`src/verilog/krv_params.svh`:
```
`ifndef KRV_PARAMS_SVH
`define KRV_PARAMS_SVH

// bus widths
`define KRV_DATA_WIDTH 32
`define KRV_ADDR_WIDTH 32
`define KRV_STRB_WIDTH 4

// address bits below the region select
`define KRV_OFFSET_WIDTH 16
`define KRV_REGION_MASK (~((32'h1 << `KRV_OFFSET_WIDTH) - 32'h1))

// slave region bases
`define KRV_DTCM_BASE 32'h0001_0000
`define KRV_TIMER_BASE 32'h0200_0000
`define KRV_GPIO_BASE 32'h1000_0000

`define KRV_DTCM_WORDS 256
`define KRV_GPIO_WIDTH 8

// register offsets inside a region
`define KRV_MTIME_OFS 32'h0000_0000
`define KRV_MTIMECMP_OFS 32'h0000_0004
`define KRV_GPIO_OUT_OFS 32'h0000_0000
`define KRV_GPIO_IN_OFS 32'h0000_0004

`endif

```
`src/verilog/krv_pkg.sv`:
```
package krv_pkg;

	// target of a decoded request
	// SEL_NONE doubles as the decode error
	typedef enum logic [1:0] {
		SEL_NONE  = 2'd0,
		SEL_DTCM  = 2'd1,
		SEL_TIMER = 2'd2,
		SEL_GPIO  = 2'd3
	} slave_sel_e;

	// direction of a bus request
	typedef enum logic {
		OP_READ  = 1'b0,
		OP_WRITE = 1'b1
	} bus_op_e;

endpackage

```
`src/verilog/periph_bus_if.sv`:
```
`timescale 1ns/1ps
`include "krv_params.svh"

interface periph_bus_if;
	import krv_pkg::*;

	// one-cycle strobe, qualifies everything below
	logic                         valid;
	slave_sel_e                   sel;
	bus_op_e                      op;
	// byte address inside the selected region
	logic [`KRV_OFFSET_WIDTH-1:0] offset;
	logic [`KRV_STRB_WIDTH-1:0]   strb;
	logic [`KRV_DATA_WIDTH-1:0]   wdata;

	modport decoder (
		output valid,
		output sel,
		output op,
		output offset,
		output strb,
		output wdata
	);

	modport slave (
		input valid,
		input sel,
		input op,
		input offset,
		input strb,
		input wdata
	);

endinterface

```
`src/verilog/core_timer.sv`:
```
`timescale 1ns/1ps
`include "krv_params.svh"

module core_timer (
	input  logic                       clk_in,
	input  logic                       rst,
	periph_bus_if.slave                bus,
	output logic [`KRV_DATA_WIDTH-1:0] rdata,
	output logic                       timer_int
);
	import krv_pkg::*;

	logic [`KRV_DATA_WIDTH-1:0] mtime;
	logic [`KRV_DATA_WIDTH-1:0] mtimecmp;
	logic                       hit;
	logic                       at_mtime;
	logic                       at_cmp;
	logic                       wr_mtime;
	logic                       wr_cmp;
	logic                       rd_en;

	// strobed byte merge of wdata into a register
	function automatic logic [`KRV_DATA_WIDTH-1:0] merge(
		input logic [`KRV_DATA_WIDTH-1:0] old_val,
		input logic [`KRV_DATA_WIDTH-1:0] new_val,
		input logic [`KRV_STRB_WIDTH-1:0] strb
	);
		logic [`KRV_DATA_WIDTH-1:0] res;
		res = old_val;
		for (int i = 0; i < `KRV_STRB_WIDTH; i++) begin
			if (strb[i]) begin
				res[8*i +: 8] = new_val[8*i +: 8];
			end
		end
		return res;
	endfunction

	assign hit = bus.valid && (bus.sel == SEL_TIMER);
	assign at_mtime = (bus.offset == `KRV_OFFSET_WIDTH'(`KRV_MTIME_OFS));
	assign at_cmp = (bus.offset == `KRV_OFFSET_WIDTH'(`KRV_MTIMECMP_OFS));
	assign wr_mtime = hit && (bus.op == OP_WRITE) && at_mtime;
	assign wr_cmp = hit && (bus.op == OP_WRITE) && at_cmp;
	assign rd_en = hit && (bus.op == OP_READ);

	// free running, a write replaces this cycle's increment
	always_ff @(posedge clk_in) begin
		if (rst) begin
			mtime <= '0;
		end else if (wr_mtime) begin
			mtime <= merge(mtime, bus.wdata, bus.strb);
		end else begin
			mtime <= mtime + 1'b1;
		end
	end

	// all ones keeps the interrupt quiet out of reset
	always_ff @(posedge clk_in) begin
		if (rst) begin
			mtimecmp <= '1;
			timer_int <= 1'b0;
		end else begin
			if (wr_cmp) begin
				mtimecmp <= merge(mtimecmp, bus.wdata, bus.strb);
			end
			timer_int <= (mtime >= mtimecmp);
		end
	end

	// value sampled at the edge the request arrives
	always_ff @(posedge clk_in) begin
		if (rd_en && at_mtime) begin
			rdata <= mtime;
		end else if (rd_en && at_cmp) begin
			rdata <= mtimecmp;
		end else begin
			rdata <= '0;
		end
	end

endmodule

```
`src/flat_wrapper.sv`:
```
// flat-port wrapper written by rule: the top's interface ports become plain ports
module core_timer_flat import krv_pkg::*;
  (clk_in, rst, rdata, timer_int, bus_valid, bus_sel, bus_op, bus_offset, bus_strb, bus_wdata);
  periph_bus_if bus_i ();
  input  logic clk_in;
  input  logic rst;
  output logic [`KRV_DATA_WIDTH-1:0] rdata;
  output logic timer_int;
  input wire logic [$bits(bus_i.valid)-1:0] bus_valid;
  input wire logic [$bits(bus_i.sel)-1:0] bus_sel;
  input wire logic [$bits(bus_i.op)-1:0] bus_op;
  input wire logic [$bits(bus_i.offset)-1:0] bus_offset;
  input wire logic [$bits(bus_i.strb)-1:0] bus_strb;
  input wire logic [$bits(bus_i.wdata)-1:0] bus_wdata;
  assign bus_i.valid = bus_valid;
  assign bus_i.sel = bus_sel;
  assign bus_i.op = bus_op;
  assign bus_i.offset = bus_offset;
  assign bus_i.strb = bus_strb;
  assign bus_i.wdata = bus_wdata;
  core_timer u_core (.clk_in(clk_in), .rst(rst), .bus(bus_i), .rdata(rdata), .timer_int(timer_int));
endmodule
```
`config.mk`:
```
export PLATFORM = sky130hd
export DESIGN_NAME = core_timer_flat
export DESIGN_NICKNAME = d
export VERILOG_FILES = /design/src/verilog/krv_pkg.sv /design/src/verilog/periph_bus_if.sv /design/src/verilog/core_timer.sv /design/src/flat_wrapper.sv
export VERILOG_INCLUDE_DIRS = /design/src /design/src/verilog
export SDC_FILE = /design/constraint.sdc
export NUM_CORES = 1
export LEC_CHECK = 0
export BUFFER_PORTS_ARGS = -buffer_cell sky130_fd_sc_hd__buf_2
export CORE_ASPECT_RATIO = 0.5
export CORE_UTILIZATION = 51
export CTS_CLUSTER_SIZE = 25
export DETAILED_ROUTE_END_ITERATION = 12
export GPL_ROUTABILITY_DRIVEN = 0
export PLACE_DENSITY = 0.76
export SLEW_MARGIN = 20
export SYNTH_ARGS = -nofsm -noshare
export SYNTH_HDL_FRONTEND = slang
export SYNTH_SLANG_ARGS = --single-unit
```
`constraint.sdc`:
```
create_clock -name clk_in -period 2.19 [get_ports clk_in]
set_clock_uncertainty 0.1 [all_clocks]
set_input_delay 0.219 -clock clk_in [delete_from_list [all_inputs] [get_ports clk_in]]
set_output_delay 0.219 -clock clk_in [all_outputs]
set_load 0.01 [all_outputs]
```
* Word-level counts from Yosys, hierarchy flattened
Index checks and enable logic that the tools add are counted.
** Word-level totals
- Input port bits :: 58
- Register bits :: 97
- Output and inout bits :: 33
** Cells by class
- Add/subtract/negate cells :: 1
- Order comparisons :: 1
- Muxes and demuxes :: 7
- Bitwise operators :: 1
- Reductions and logical operators :: 12
- Equal/unequal tests :: 6
** Operators by type and width (number)
- 32-bit 2-to-1 mux :: 3
- 32-bit by 1-bit adder with 32-bit output (second input constant) :: 1
- 32-bit greater-or-equal comparator :: 1
- 8-bit 2-to-1 mux :: 4
- 16-bit by 3-bit equality test with 1-bit output (second input constant) :: 1
- 16-bit logical NOT :: 1
- 2-bit inequality test (second input constant) :: 4
- 2-bit AND reduction :: 4
- 1-bit logical AND :: 7
- 2-bit equality test (second input constant) :: 1
- 1-bit inverter :: 1

* Depth between registers and ports, before layout
Gate-level depths: netlist of the first run.
- Depth after elaboration :: 6
- Mapped depth :: 8
- Mapped depth without buffers :: 7

* Least setup slack after synthesis of the first run
OpenSTA, ideal clock, no wires.
- Path kind :: register to register
- Start point :: register u_core.mtime[0]
- End point :: register u_core.mtime[24]
- Library setup time :: 0.120 ns
- Data arrival time :: 1.814 ns
- Setup slack :: 0.157 ns
- Stages on the path, launching flop included :: 7
- Clock period less this slack :: 2.033 ns
- Path through :: dfxtp_1 ha_1 nand4_1 or3_2 a211oi_4 nor4b_1 a211o_1
** Between the ends
- Longest elaborated chain between the ends :: 2
** RTL lines
- start, declared :: line core_timer.sv:13 : logic [`KRV_DATA_WIDTH-1:0] mtime;
- start signal, assigned :: line core_timer.sv:50 : mtime <= merge(mtime, bus.wdata, bus.strb);
- start signal, assigned :: line core_timer.sv:52 : mtime <= mtime + 1'b1;
- 32-bit by 1-bit adder with 32-bit output :: line core_timer.sv:52
- 32-bit 2-to-1 mux :: line core_timer.sv:49 : end else if (wr_mtime) begin
No other way between the ends.
A chain may end at the register's enable or synchronous reset.

* Worst setup path after layout of the first run
- Start point :: register u_core.mtime[11]
- End point :: register u_core.mtime[15]
Same word-level chain as after synthesis.

==> results of run 1 <==
[registers in the layout, indices dropped and copies added, names as in the netlist]
| register | flops |
|---|---|
| u_core.mtime | 32 |
| u_core.mtimecmp | 32 |
| u_core.rdata | 32 |
| u_core.timer_int | 1 |
[cell families after synthesis]
kind of cell    after synthesis  share of synthesized area, %
fa+ha+maj                    33                          7.74
buf+inv                      73                          5.84
compound gates              138                          18.6
mux                          38                          7.16
flops                        97                          36.4
simple gates                220                          24.3
[worst paths after layout]
check | endpoint | depth (start not counted)
worst min-delay path | u_core.mtimecmp[31] | 3
worst min register to register | u_core.rdata[27] | 2
worst max register to register | u_core.mtime[15] | 5
worst max-delay path | u_core.mtime[15] | 5
[metal layers]
layer	GRT usage (%)	up-vias	wire length, um
li1	-	2442	-
met1	37.0	2434	6680
met2	42.6	203	6250
met3	6.20	16	1040
met4	7.99	0	182
met5	0	-	0
[metrics by stage]
stage / power (mW) / setup TNS [ps]
5_1_grt: 3.99 / -20.4
6_report: 3.86 / 0
4_1_cts: 3.88 / 0
3_3_place_gp: 2.05 / 0
2_1_floorplan: 1.94 / 0
3_5_place_dp: 2.05 / 0
[synthesized netlist by cell type (3+ instances only)]
master / instances
a211oi_1: 21
a21oi_1: 19
a221o_1: 3
a22oi_1: 3
a31oi_1: 9
and2_1: 5
and3_1: 9
and4_1: 9
buf_1: 4
buf_2: 8
clkbuf_1: 15
dfxtp_1: 97
ha_1: 33
inv_1: 43
mux2i_1: 37
nand2_1: 52
nand2b_1: 3
nand3_1: 26
nand3b_1: 3
nand4_1: 10
nor2_1: 53
nor3_1: 9
nor3_2: 6
nor4_1: 3
nor4_4: 3
nor4b_4: 3
o211ai_1: 33
o21a_1: 3
o21ai_0: 21
o221ai_1: 3
or3_1: 7
[cell type report]
cell class / count / area share (%)
clock buffers: 10 / 3.66
clock inverters: 6 / 1.74
inverters: 43 / 2.47
multi-input cells: 429 / 47.5
flip-flops and latches: 97 / 29.8
well taps: 135 / 2.59
repair buffers: 137 / 12.3
[power by group through the flow]
| stage | Clock (mW) | Sequential (mW) | Combinational [mW] |
|---|---|---|---|
| after floorplan | 0 | 1.82 | 0.121 |
| after global placement | 0 | 1.82 | 0.228 |
| after detailed placement | 0 | 1.82 | 0.230 |
| after CTS | 1.87 | 1.78 | 0.232 |
| after global routing | 1.95 | 1.78 | 0.256 |
| final | 1.85 | 1.78 | 0.235 |
[worst reg2reg max path, stage by stage, from the launching register on]
cell and delay, ps:
dfxtp_1 400, nand3_1 190, or4_4 640, a21oi_4 260, a211oi_1 120, a211oi_1 270
[cells in the final DEF (no fill, tap or decap), types with 3 or more instances in the layout]
| cell | synthesis | final |
|---|---|---|
| and2_1 | 5 | 5 |
| clkbuf_16 | 0 | 9 |
| nor3_1 | 9 | 8 |
| a211oi_1 | 21 | 21 |
| nor2_1 | 53 | 53 |
| mux2i_1 | 37 | 37 |
| a221o_1 | 3 | 3 |
| nand2_1 | 52 | 52 |
| nand4_1 | 10 | 10 |
| dfxtp_1 | 97 | 97 |
| or3_1 | 7 | 7 |
| nor4_4 | 3 | 3 |
| nand3_1 | 26 | 26 |
| buf_4 | 0 | 47 |
| inv_1 | 43 | 43 |
| nor4_1 | 3 | 3 |
| o21ai_0 | 21 | 21 |
| buf_2 | 8 | 90 |
| bufinv_16 | 0 | 3 |
| nor3_2 | 6 | 7 |
| and4_1 | 9 | 9 |
| ha_1 | 33 | 33 |
| a22oi_1 | 3 | 3 |
| o21a_1 | 3 | 3 |
| nand3b_1 | 3 | 3 |
| and3_1 | 9 | 9 |
| nor4b_4 | 3 | 3 |
| a31oi_1 | 9 | 9 |
| o211ai_1 | 33 | 33 |
| nand2b_1 | 3 | 3 |
| a21oi_1 | 19 | 19 |
| o221ai_1 | 3 | 3 |
[what timing repair did]
| action | 4_1_cts | 5_1_grt |
|---|---|---|
| buffers inserted | 0 | 4 |
| endpoints found under the setup margin | 0 | 9 |
| resized for setup | 0 | 4 |
==> flow_metrics.py, run 1 <==
metrics = {
    "worst_setup_path": {
        "cp-end-kind": "flip-flop",
        "startpoint": "u_core.mtime[11]",
        "crit_arrival_ps": 2230,
        "timing.rr.start": "u_core.mtime[11]",
        "path_class": "flip-flop to flip-flop",
        "cp_max_fo": 7,
        "cp_common_cell": "a211oi_1",
        "crit_family": "simple AND/OR/NAND/NOR gates",
        "reg2reg_slack_ps": 100,
        "required_ps": 2340,
        "slowest_stage": "or4_4",
        "cp_cell_sequence": "nand3_1 -> or4_4 -> a21oi_4 -> a211oi_1 -> a211oi_1",
        "start_kind": "flip-flop",
        "cp_slowest_stage_delay_ps": 640,
        "crit_buf_inv": 0,
    },
    "clock_network": {
        "cts_tree": "done",
        "clk_latency_ps": 350,
        "cts.sink_count": 97,
        "h-tree-depth": 3,
        "clk_path_buf_depth": 2,
        "clkTransAtPathRegs_ps": 70,
        "cts_root_buffer": "clkbuf_16",
        "cts_made_buffers": 9,
        "hold_buffers": 0,
    },
    "pwr": {
        "leakage_nw": 3.07,
        "power_frac_clock_pct": 47.8,
        "power_density_nw_per_um2": 592,
        "power_frac_comb_pct": 6.1,
        "netSwitchingFraction_pct": 21.7,
        "worst_ir_drop_vdd_uv": 445,
        "seq_power_share_pct": 46.1,
        "cellInternalPower_mw": 3.02,
        "switching_power_mw": 0.840,
    },
    "finish": {
        "final_util_pct": 66.6,
        "register_area_um2": 1940,
        "fill_cells": 815,
        "fin_nets": 808,
        "areaGrowthSynthToFinish_pct": 22.4,
        "antenna_cells": 0,
        "drive_gt1_share_pct": 25.5,
        "multi_input_comb_area_um2": 3100,
        "fin_area_um2": 6530,
        "finalNonFillerCells": 857,
    },
    "worst_hold_path": {
        "min_from": "bus_wdata[31]",
        "hold_class": "input port to flip-flop",
    },
    "sta": {
        "drv_slew": 0,
        "clock.fmax_mhz": 480,
        "min_period_ps": 2090,
        "worst_slew_pin_slew_ps": 567,
        "finalSetupViolCount": 0,
        "period_share_pct": 95.2,
        "finalHoldViolations": 0,
        "relSlewSlack_pct": 62.2,
        "fin_ws_ps": 105,
        "whs_ps": 5.73,
    },
    "drt": {
        "vias": 5095,
        "drc": 0,
        "vias_per_cell": 5.95,
        "dr.pass1.iters": 4,
        "ant_nets": 0,
        "drt-total-wl_mm": 14.1,
        "wl_per_cell_um": 16.5,
        "drtIter0Drc": 414,
    },
    "logic_synthesis": {
        "synth_edf_count": 0,
        "synth_area_um2": 5330,
        "ys.flop_type": "dfxtp_1",
        "ys_warn_count": 0,
        "synth_cells": 599,
        "synthTopCellsByArea": "dfxtp_1 (36%), ha_1 (7.7%), mux2i_1 (6.9%), o211ai_1 (4.6%), nor2_1 (3.7%)",
        "syn_area_per_cell_um2": 8.90,
        "synth_top_area_share_pct": 36.4,
        "yosysTopAreaCell": "dfxtp_1",
        "synth_nets": 690,
        "synthDistinctLibCells": 65,
        "async_reset_ff_share_pct": 0,
        "ys_seq_elements": 97,
        "seq_area_frac_synth_pct": 36.4,
    },
    "floorplanning": {
        "core_area_um2": 9790,
        "die_h_um": 74.3,
        "die_x_um": 147,
        "num_rows": 25,
        "die_area_um2": 10900,
        "initial_core_util_pct": 54.5,
        "io_pins": 91,
    },
    "placed_design": {
        "placed_cell_area_um2": 6120,
        "dp.final_hpwl_mm": 10.5,
        "dp_worst_setup_slack_ps": 28.8,
        "dpl.cell_count": 837,
        "portBuffers": 90,
    },
    "global_route": {
        "grt_overflow": 0,
        "antenna_found_initial": 1,
        "grt_pass1_wl_mm": 22.9,
        "grtUsageTotal_pct": 26.9,
        "grt_max_degree": 27,
        "grt_pass1_vias": 4639,
    },
    "outcome": {
        "status": "finished clean",
    },
    "flow_run": {
        "drv_cap": 0,
    },
}
Power figures use the tool's default switching activity.
==> run 2, diff against run 1 <==
==> constraint.sdc (replaced) <==
create_clock -name clk_in -period 1.8 [get_ports clk_in]
set_clock_uncertainty 0.1 [all_clocks]
set_input_delay 0.18 -clock clk_in [delete_from_list [all_inputs] [get_ports clk_in]]
set_output_delay 0.18 -clock clk_in [all_outputs]
set_load 0.01 [all_outputs]
==> run 2 against run 1 <==
  * The run now ends with setup timing left
  * Core utilization increased by 12 points
  * Fmax increased by 3.1%
  * Clock power increased by 14%
  * Non-clock buffer count increased by 104
  * Critical path type unchanged
  * Largest power group is now registers
==> flow_metrics.py, run 2 (synthesis results as in run 1) <==
metrics = {
    "placed_design": {
        "portBuffers": 90,
        "dp.final_hpwl_mm": 11.1,
        "dp_worst_setup_slack_ps": -332,
    },
    "worst_setup_path": {
        "crit_family": "compound AO/OA/AOI/OAI gates",
        "cp_common_cell": "o21ai_1",
        "cp_slowest_stage_delay_ps": 360,
        "crit_arrival_ps": 2160,
        "cp_max_fo": 3,
        "slowest_stage": "a221o_1",
        "path_class": "flip-flop to flip-flop",
        "crit_buf_inv": 1,
        "reg2reg_slack_ps": -220,
        "cp_cell_sequence": "buf_4 -> ha_1 -> a21oi_1 -> o21ai_1 -> a221o_1 -> a22oi_2 -> o21ai_1",
        "cp-end-kind": "flip-flop",
        "start_kind": "flip-flop",
        "required_ps": 1930,
    },
    "sta": {
        "period_share_pct": 112,
        "drv_slew": 0,
        "fin_ws_ps": -223,
        "clock.fmax_mhz": 494,
        "finalHoldViolations": 0,
        "relSlewSlack_pct": 65.8,
        "rsz0062_at_grt": "yes",
        "min_period_ps": 2020,
        "finalSetupViolCount": 22,
        "whs_ps": 20.7,
        "worst_slew_pin_slew_ps": 508,
    },
    "finish": {
        "fill_cells": 581,
        "reg_top3": "u_core.mtime x32, u_core.mtimecmp x32, u_core.rdata x32",
        "final_common_cell": "buf_4",
        "final_util_pct": 79.0,
        "drive_gt1_share_pct": 38.1,
        "register_area_um2": 1970,
        "antenna_cells": 0,
        "final_cell_mix": "buf_4 (112), buf_2 (90), dfxtp_1 (80)",
        "multi_input_comb_area_um2": 3370,
        "areaGrowthSynthToFinish_pct": 45.0,
        "fin_nets": 913,
    },
    "drt": {
        "drtIter0Drc": 501,
        "drc": 0,
        "wl_per_cell_um": 18.8,
        "drt-total-wl_mm": 18.1,
        "vias": 5827,
        "ant_nets": 0,
        "vias_per_cell": 6.06,
        "dr.pass1.iters": 7,
    },
    "clock_network": {
        "clk_latency_ps": 360,
        "cts_root_buffer": "clkbuf_16",
        "h-tree-depth": 3,
        "cts_tree": "done",
        "cts_made_buffers": 9,
        "cts.sink_count": 97,
        "clk_path_buf_depth": 2,
        "clkTransAtPathRegs_ps": 70,
    },
    "pwr": {
        "power_density_nw_per_um2": 601,
        "power_mw": 4.65,
        "worst_ir_drop_vdd_uv": 450,
        "leakage_nw": 3.69,
    },
    "floorplanning": {
        "io_pins": 91,
        "die_h_um": 74.3,
        "die_x_um": 147,
        "die_area_um2": 10900,
        "initial_core_util_pct": 54.5,
        "core_area_um2": 9790,
        "num_rows": 25,
    },
    "global_route": {
        "grt_overflow": 0,
        "grt_pass1_wl_mm": 26.9,
        "grtUsageTotal_pct": 31.8,
        "antenna_found_initial": 1,
        "grt_pass1_vias": 5496,
        "grt_max_degree": 49,
    },
    "outcome": {
        "violations": "setup timing",
        "status": "finished, violations left",
    },
    "worst_hold_path": {
        "hold_class": "input port to flip-flop",
    },
    "flow_run": {
        "drv_cap": 0,
    },
}
-- run 2: report_power, final --
part	total, mW	switching (mW)	internal [mW]
Clock	2.10	0.924	1.18
Sequential	2.16	0.0115	2.15
Combinational	0.387	0.199	0.188
Total	4.65	1.13	3.51
-- run 2: cell type report --
cell class                      count  area share, %
Clock inverter                      6          0.939
Multi-Input combinational cell    430           43.6
Sequential cell                    97           25.5
Inverter                           43           2.09
Clock buffer                       10           3.24
Timing Repair Buffer              241           22.4
Tap cell                          135           2.18
-- run 2: layer usage --
| metal | vias up | routed length, um | part of all wire [%] | GRT usage, % |
|---|---|---|---|---|
| met5 | - | 13 | 0.072 | 0 |
| met4 | 2 | 683 | 3.8 | 15.3 |
| met3 | 86 | 1630 | 9.0 | 7.48 |
| met2 | 303 | 8490 | 47 | 53.7 |
| met1 | 2781 | 7290 | 40 | 39.4 |
| li1 | 2655 | - | - | - |
-- run 2: worst reg2reg max path, delay by kind of cell (launching register included) --
kind / cells / cell delay (ps)
flops: 1 / 340
fa+ha+maj: 1 / 310
compound gates: 5 / 1010
buf+inv: 1 / 130
-- run 2: timing repair --
item                                   CTS  global route
buffers inserted                         8            10
endpoints found under the hold margin   30             0
resized for setup                       27            38
setup endpoints to repair               22            25
pin swaps                               11            23
gates cloned                             1             0
hold buffers                            27             0
-- run 2: path summary, 6_finish.rpt --
kind | startpoint | end | cells after the start
setup / recovery | u_core.mtime[19] | u_core.timer_int | 7
hold / removal | bus_wdata[22] | u_core.mtimecmp[22] | 3
setup reg to reg | u_core.mtime[19] | u_core.timer_int | 7
hold reg to reg | u_core.mtimecmp[10] | u_core.rdata[10] | 2
-- run 2: stage by stage --
stage	area, um^2	cells	TNS (ps)
floorplan	5390	599	-33.1
global placement	6710	903	-6280
detailed placement	6710	903	-9270
CTS	7470	953	-765
global route	7730	962	-3450
finish	7730	962	-2440
